### src/source/video_pkg.sv
package video_pkg;

  typedef enum logic [1:0] {
    mode_off  = 2'd0,
    mode_640  = 2'd1,
    mode_1024 = 2'd2,
    mode_1280 = 2'd3
  } video_mode_e;

  // APB word index, paddr[4:2]
  typedef enum logic [2:0] {
    reg_control      = 3'd0,
    reg_text_addr    = 3'd1,
    reg_graphic_addr = 3'd2,
    reg_color_index  = 3'd3,
    reg_color_data   = 3'd4,
    reg_fill_index   = 3'd5
  } reg_sel_e;

  typedef struct packed {
    logic [10:0] h_draw_end;
    logic [10:0] h_sync_start;
    logic [10:0] h_sync_end;
    logic [10:0] h_last;
    logic [9:0]  v_draw_end;
    logic [9:0]  v_sync_start;
    logic [9:0]  v_sync_end;
    logic [9:0]  v_last;
  } mode_timing_t;

  localparam mode_timing_t timing_640 = '{
    h_draw_end: 11'd640, h_sync_start: 11'd656, h_sync_end: 11'd752, h_last: 11'd799,
    v_draw_end: 10'd480, v_sync_start: 10'd490, v_sync_end: 10'd492, v_last: 10'd524
  };
  localparam mode_timing_t timing_1024 = '{
    h_draw_end: 11'd1024, h_sync_start: 11'd1048, h_sync_end: 11'd1184, h_last: 11'd1343,
    v_draw_end: 10'd768, v_sync_start: 10'd771, v_sync_end: 10'd777, v_last: 10'd805
  };
  localparam mode_timing_t timing_1280 = '{
    h_draw_end: 11'd1280, h_sync_start: 11'd1390, h_sync_end: 11'd1430, h_last: 11'd1649,
    v_draw_end: 10'd720, v_sync_start: 10'd725, v_sync_end: 10'd730, v_last: 10'd749
  };

  typedef struct packed {
    logic [4:0]  paddr;
    logic        psel;
    logic        penable;
    logic        pwrite;
    logic [31:0] pwdata;
  } apb_req_t;

  typedef struct packed {
    logic [7:0] red;
    logic [7:0] green;
    logic [7:0] blue;
  } rgb_t;

  // Control word bits 11..0
  typedef struct packed {
    logic [7:0]  retained;      // Alpha and font bits, readback only
    logic        show_graphic;
    logic        show_text;
    video_mode_e mode;
  } video_ctrl_t;

  typedef struct packed {
    logic draw;
    logic hsync;
    logic vsync;
    logic line_start;
    logic frame_start;
  } beam_t;

  localparam int palette_size    = 16;
  localparam int palette_index_w = $clog2(palette_size);

  // Control symbols, index is {vsync, hsync}
  localparam logic [3:0][9:0] ctrl_codes = {
    10'b1010101011,
    10'b0101010100,
    10'b0010101011,
    10'b1101010100
  };

endpackage
### src/source/video_controller.sv
`timescale 1ns/1ns

module video_controller (
  input  logic                   clk,
  input  logic                   reset,
  input  video_pkg::apb_req_t    apb,
  output logic [31:0]            prdata,
  output logic                   pready,
  output video_pkg::video_mode_e video_mode,
  output logic [9:0]             tmds_red,
  output logic [9:0]             tmds_green,
  output logic [9:0]             tmds_blue
);

  video_pkg::video_ctrl_t  ctrl;
  video_pkg::mode_timing_t timing;
  video_pkg::rgb_t         fill_color;
  video_pkg::beam_t        beam;
  video_pkg::beam_t        beam_q;   // Aligned with pixel
  video_pkg::rgb_t         pixel;

  assign pready     = 1'b1;
  assign video_mode = ctrl.mode;

  video_regs u_regs (
    .clk(clk), .reset(reset), .apb(apb), .prdata(prdata),
    .ctrl(ctrl), .timing(timing), .fill_color(fill_color)
  );

  video_timing u_timing (
    .clk(clk), .reset(reset), .ctrl(ctrl), .timing(timing), .beam(beam)
  );

  pixel_color u_pixel (
    .clk(clk), .reset(reset), .beam_in(beam), .fill_color(fill_color),
    .beam_out(beam_q), .pixel(pixel)
  );

  tmds_encoder u_enc_red (
    .clk(clk), .reset(reset), .data(pixel.red), .ctrl(2'b00),
    .enable(beam_q.draw), .symbol(tmds_red)
  );

  tmds_encoder u_enc_green (
    .clk(clk), .reset(reset), .data(pixel.green), .ctrl(2'b00),
    .enable(beam_q.draw), .symbol(tmds_green)
  );

  // Sync travels on blue
  tmds_encoder u_enc_blue (
    .clk(clk), .reset(reset), .data(pixel.blue), .ctrl({beam_q.vsync, beam_q.hsync}),
    .enable(beam_q.draw), .symbol(tmds_blue)
  );

endmodule

### src/source/tmds_encoder.sv
`timescale 1ns/1ns

module tmds_encoder (
  input  logic       clk,
  input  logic       reset,
  input  logic [7:0] data,
  input  logic [1:0] ctrl,
  input  logic       enable,
  output logic [9:0] symbol
);

  logic [3:0] ones_data;
  logic       use_xnor;
  logic [8:0] q_m;
  logic [3:0] ones_qm;
  logic [3:0] balance;      // Ones minus four, two's complement
  logic [3:0] disparity;
  logic       sign_eq;
  logic       neutral;
  logic       invert;
  logic [3:0] disp_step;
  logic [3:0] disp_next;
  logic [9:0] data_word;
  logic [9:0] symbol_buf;

  always_comb begin
    ones_data = '0;
    for (int i = 0; i < 8; i++) ones_data = ones_data + {3'd0, data[i]};
    use_xnor = (ones_data > 4'd4) || (ones_data == 4'd4 && !data[0]);

    // Transition minimising chain
    q_m[0] = data[0];
    for (int i = 1; i < 8; i++) q_m[i] = q_m[i-1] ^ data[i] ^ use_xnor;
    q_m[8] = ~use_xnor;

    ones_qm = '0;
    for (int i = 0; i < 8; i++) ones_qm = ones_qm + {3'd0, q_m[i]};
    balance = ones_qm - 4'd4;

    sign_eq   = balance[3] == disparity[3];
    neutral   = (balance == 4'd0) || (disparity == 4'd0);
    invert    = neutral ? ~q_m[8] : sign_eq;
    disp_step = balance - {3'd0, (q_m[8] ^ ~sign_eq) & ~neutral};
    disp_next = invert ? disparity - disp_step : disparity + disp_step;
    data_word = {invert, q_m[8], q_m[7:0] ^ {8{invert}}};
  end

  always_ff @(posedge clk) begin
    if (reset) begin
      symbol_buf <= video_pkg::ctrl_codes[0];
      symbol     <= video_pkg::ctrl_codes[0];
      disparity  <= '0;
    end else begin
      symbol_buf <= enable ? data_word : video_pkg::ctrl_codes[ctrl];
      symbol     <= symbol_buf;
      disparity  <= enable ? disp_next : 4'd0;  // Cleared in blanking
    end
  end

endmodule

### src/source/pixel_color.sv
`timescale 1ns/1ns

module pixel_color (
  input  logic             clk,
  input  logic             reset,
  input  video_pkg::beam_t beam_in,
  input  video_pkg::rgb_t  fill_color,
  output video_pkg::beam_t beam_out,
  output video_pkg::rgb_t  pixel
);

  // Beam delayed to line up with the colour register
  always_ff @(posedge clk) begin
    if (reset) begin
      beam_out <= '0;
    end else begin
      beam_out <= beam_in;
    end
  end

  // Text or graphic sources would be mixed in here
  always_ff @(posedge clk) begin
    if (beam_in.draw) begin
      pixel <= fill_color;
    end else begin
      pixel <= '0;  // Black outside the draw area
    end
  end

endmodule

### src/source/video_timing.sv
`timescale 1ns/1ns

module video_timing (
  input  logic                    clk,
  input  logic                    reset,
  input  video_pkg::video_ctrl_t  ctrl,
  input  video_pkg::mode_timing_t timing,
  output video_pkg::beam_t        beam
);

  video_pkg::video_mode_e  mode_q;
  video_pkg::mode_timing_t t_q;   // Figures of the running frame

  logic [10:0] h_cnt;
  logic [9:0]  v_cnt;
  logic        line_end;
  logic        frame_end;

  assign line_end  = h_cnt == t_q.h_last;
  assign frame_end = line_end && (v_cnt == t_q.v_last);

  // New mode is taken only between frames
  always_ff @(posedge clk) begin
    if (reset) begin
      mode_q <= video_pkg::mode_off;
      t_q    <= '0;
      h_cnt  <= '0;
      v_cnt  <= '0;
    end else if (mode_q == video_pkg::mode_off || frame_end) begin
      mode_q <= ctrl.mode;
      t_q    <= timing;
      h_cnt  <= '0;
      v_cnt  <= '0;
    end else if (line_end) begin
      h_cnt <= '0;
      v_cnt <= v_cnt + 10'd1;
    end else begin
      h_cnt <= h_cnt + 11'd1;
    end
  end

  always_ff @(posedge clk) begin
    if (reset) begin
      beam <= '0;
    end else if (mode_q == video_pkg::mode_off) begin
      beam <= '0;  // Idle display
    end else begin
      beam.draw        <= (h_cnt < t_q.h_draw_end) && (v_cnt < t_q.v_draw_end);
      beam.hsync       <= (h_cnt >= t_q.h_sync_start) && (h_cnt < t_q.h_sync_end);
      beam.vsync       <= (v_cnt >= t_q.v_sync_start) && (v_cnt < t_q.v_sync_end);
      beam.line_start  <= h_cnt == 11'd0;
      beam.frame_start <= (h_cnt == 11'd0) && (v_cnt == 10'd0);
    end
  end

endmodule

### src/source/video_regs.sv
`timescale 1ns/1ns

module video_regs (
  input  logic                    clk,
  input  logic                    reset,
  input  video_pkg::apb_req_t     apb,
  output logic [31:0]             prdata,
  output video_pkg::video_ctrl_t  ctrl,
  output video_pkg::mode_timing_t timing,
  output video_pkg::rgb_t         fill_color
);

  video_pkg::reg_sel_e apb_reg;  // Word address of the previous cycle
  logic                write_en;

  logic [31:6] text_addr;
  logic [31:6] graphic_addr;
  logic [video_pkg::palette_index_w-1:0] color_index;
  logic [video_pkg::palette_index_w-1:0] fill_index;

  video_pkg::rgb_t palette [video_pkg::palette_size];

  assign write_en = apb.psel & apb.penable & apb.pwrite;

  always_ff @(posedge clk) begin
    apb_reg <= video_pkg::reg_sel_e'(apb.paddr[4:2]);
    if (reset) begin
      ctrl        <= '0;
      timing      <= '0;
      color_index <= '0;
      fill_index  <= '0;
    end else if (write_en) begin
      case (apb_reg)
        video_pkg::reg_control: begin
          ctrl <= video_pkg::video_ctrl_t'(apb.pwdata[11:0]);
          case (video_pkg::video_mode_e'(apb.pwdata[1:0]))
            video_pkg::mode_640:  timing <= video_pkg::timing_640;
            video_pkg::mode_1024: timing <= video_pkg::timing_1024;
            video_pkg::mode_1280: timing <= video_pkg::timing_1280;
            default: ;  // Off leaves the old figures in place
          endcase
        end
        video_pkg::reg_color_index:
          color_index <= apb.pwdata[video_pkg::palette_index_w-1:0];
        video_pkg::reg_fill_index:
          fill_index <= apb.pwdata[video_pkg::palette_index_w-1:0];
        default: ;
      endcase
    end
  end

  // Base addresses and colour table
  always_ff @(posedge clk) begin
    if (write_en) begin
      case (apb_reg)
        video_pkg::reg_text_addr:    text_addr <= apb.pwdata[31:6];
        video_pkg::reg_graphic_addr: graphic_addr <= apb.pwdata[31:6];
        video_pkg::reg_color_data:   palette[color_index] <= apb.pwdata[23:0];
        default: ;
      endcase
    end
  end

  always_comb begin
    case (apb_reg)
      video_pkg::reg_control:      prdata = {20'd0, ctrl};
      video_pkg::reg_text_addr:    prdata = {text_addr, 6'd0};
      video_pkg::reg_graphic_addr: prdata = {graphic_addr, 6'd0};
      video_pkg::reg_color_index:  prdata = {28'd0, color_index};
      video_pkg::reg_fill_index:   prdata = {28'd0, fill_index};
      default:                     prdata = 32'd0;  // Colour data is write only
    endcase
  end

  assign fill_color = palette[fill_index];

endmodule

### config.mk
export PLATFORM = sky130hd
export DESIGN_NAME = video_controller
export DESIGN_NICKNAME = d
export VERILOG_FILES = /design/src/source/video_pkg.sv /design/src/source/video_controller.sv /design/src/source/tmds_encoder.sv /design/src/source/pixel_color.sv /design/src/source/video_timing.sv /design/src/source/video_regs.sv
export SDC_FILE = /design/constraint.sdc
export NUM_CORES = 1
export LEC_CHECK = 0
export BUFFER_PORTS_ARGS = -buffer_cell sky130_fd_sc_hd__buf_2
export CAP_MARGIN = 25
export CORE_MARGIN = 10
export CORE_UTILIZATION = 50
export CTS_BUF_LIST = sky130_fd_sc_hd__clkbuf_8
export CTS_CLUSTER_SIZE = 30
export DETAILED_ROUTE_END_ITERATION = 10
export PLACE_DENSITY = 0.67
export SLEW_MARGIN = 20
export SYNTH_ARGS = -nofsm -noshare
export SYNTH_HDL_FRONTEND = slang
export SYNTH_HIERARCHICAL = 1
export SYNTH_SLANG_ARGS = --single-unit
### constraint.sdc
create_clock -name clk -period 9.6 [get_ports clk]
set_clock_uncertainty 0.2 [all_clocks]
set_input_delay 0 -clock clk [delete_from_list [all_inputs] [get_ports clk]]
set_output_delay 0 -clock clk [all_outputs]
set_load 0.03 [all_outputs]
==> impl_metrics.json <==
{
  "power.clock.fraction": 0.416,
  "grtUsageTotal": 0.183,
  "cts_max_level": 3,
  "pin_count": 107,
  "outcome": "finished clean",
  "start_util": 0.504,
  "grt_max_degree": 75,
  "slew_headroom": 0.322,
  "ys.warnings.count": 6,
  "drc": 0,
  "ant_nets": 0,
  "tns_ps": 0,
  "grt_pass1_wl_microns": 101000,
  "largest_reg_flops": 384,
  "finalCritPeriodShare": 0.908,
  "tightest_slew_ps": 1020,
  "hold_path_class": "in2reg",
  "setup_viol": 0,
  "p_per_area_nw_per_um2": 172,
  "largestRegisters": "u_regs/palette: 384 flops, u_timing/t_q: 84 flops",
  "slowest_stage": "fa_1",
  "die_h_microns": 264,
  "viasPerCell": 5.44,
  "drt_iter0_drc": 1249,
  "drv_slew": 0,
  "wire_per_inst_microns": 19.8,
  "rsz0062_at_grt": "false",
  "crit_arrival_ps": 9150,
  "critPathKind": "reg2reg",
  "grt_pass1_vias": 18100,
  "hold_viol": 0,
  "placed_area_sq_um": 30400,
  "dp_hpwl_microns": 38200,
  "fin_total_pwr_w": 0.00572,
  "gp_congestion": 0.789,
  "min_period_ps": 8720,
  "stdcell_count": 3235,
  "crit_top_cell": "fa_1",
  "cpPeakStageDelay_ps": 720,
  "coreArea_sq_um": 58900,
  "area.sequential_sq_um": 18000,
  "regMostFlops": "u_regs/palette",
  "clockBufferDepth": 3,
  "syn_area_per_cell_sq_um": 13.4,
  "clk_pin_slew_ps": 60,
  "postCtsSetupBuffers": 0,
  "combPwrFrac": 0.036,
  "ir_worst_vdd_uv": 144,
  "final_cell_area_sq_um": 33300,
  "internal_power_w": 0.00443,
  "route.vias.total": 17600,
  "rows": 89,
  "nets": 2533,
  "clk_latency_ps": 720,
  "cts-root-buf": "clkbuf_8",
  "die_w_microns": 264,
  "multi_input_area_sq_um": 10300,
  "cp-start-kind": "flip-flop",
  "final_core_util": 0.565,
  "layout-drive-gt1-share": 0.187,
  "critPathMaxFanout": 8,
  "power_frac_seq": 0.548,
  "die_area_sq_um": 69500,
  "nFillCells": 4634,
  "dp_cells": 2957,
  "cts_buffers": 108,
  "p_leak_nw": 11.9,
  "syn_to_final_growth_pct": 12.1,
  "drv_cap": 0,
  "synth_cells": 2211,
  "fmax_mhz": 115,
  "wl_microns": 64100,
  "cts.sinks": 679,
  "cts_tree": "done",
  "antenna_found_initial": 4,
  "cts.repair.resized": 0,
  "first_pass_iters": 5,
  "overflow": 0,
  "io_buffers": 103,
  "power_switching_w": 0.00129,
  "switching_share": 0.225,
  "synth_area_sq_um": 29700,
  "crit_path_end_kind": "flip-flop",
  "worstPathRequired_ps": 10030
}
layer usage:
metal	wire (microns)	share of wire	GRT usage
met4	1190	0.019	0.0603
met2	32000	0.50	0.314
met1	27200	0.42	0.230
met5	7	0.00011	0
met3	3650	0.057	0.0324
critical path, delay by kind of cell (launching register included):
kind / cells / cell delay [ps]
adders and majority gates: 10 / 4270
AOI/OAI and AO/OA: 5 / 1530
xor gates and xnor gates: 4 / 940
and+or+nand+nor: 4 / 880
DFF: 1 / 380
buffers and inverters: 4 / 240
muxes: 1 / 190
final cells by class:
type,count,area share
Antenna cell,2,0.000150
Clock buffer,118,0.0488
Clock inverter,84,0.0146
Inverter,127,0.0143
Multi-Input combinational cell,1247,0.308
Sequential cell,679,0.540
Tap cell,773,0.0291
Timing Repair Buffer,205,0.0448
worst paths after layout:
path | from | to | slack, ps | depth (start not counted)
setup / recovery | u_pixel/pixel[16] | u_enc_red/disparity[3] | 880 | 28
setup reg to reg | u_pixel/pixel[16] | u_enc_red/disparity[3] | 880 | 28
hold reg to reg | u_enc_green/symbol_buf[2] | u_enc_green/symbol[2] | 200 | 1
hold / removal | apb[10] | u_regs/palette[13][10] | 50 | 2
power groups by stage:
stage	combinational [W]	sequential (W)	clock (W)
4_1_cts	0.000207	0.00313	0.00244
6_report	0.000207	0.00313	0.00238
3_5_place_dp	0.000182	0.00320	0
5_1_grt	0.000228	0.00313	0.00257
2_1_floorplan	0.000116	0.00320	0
3_3_place_gp	0.000176	0.00320	0
layout by cell type (no fill, tap or decap), drive strengths merged, types with 12 or more instances in the layout:
master,n
edfxtp,436
dfxtp,243
nand2,231
inv,163
a21oi,145
buf,134
clkbuf,118
mux4,96
ha,93
xnor2,80
nor2,72
dlygate4sd3,71
a22oi,52
clkinv,44
nand3,39
xor2,38
o21ai,36
and2,33
fa,30
nor2b,29
conb,27
a21o,27
or2,23
a22o,22
nor3,21
mux2i,19
and3,12
metrics by stage:
step	worst slack, ps	hold slack (ps)
after floorplan	1820	-172
after detailed placement	940	-95.6
after global routing	360	54.8
final	885	54.5
after CTS	887	1.50
after global placement	1110	-97.7
repair_timing:
item | CTS | global route
hold buffers | 71 | 0
endpoints found under the setup margin | 0 | 0
endpoints found under the hold margin | 534 | 0
Note: power is estimated with default switching activity, not from simulation.
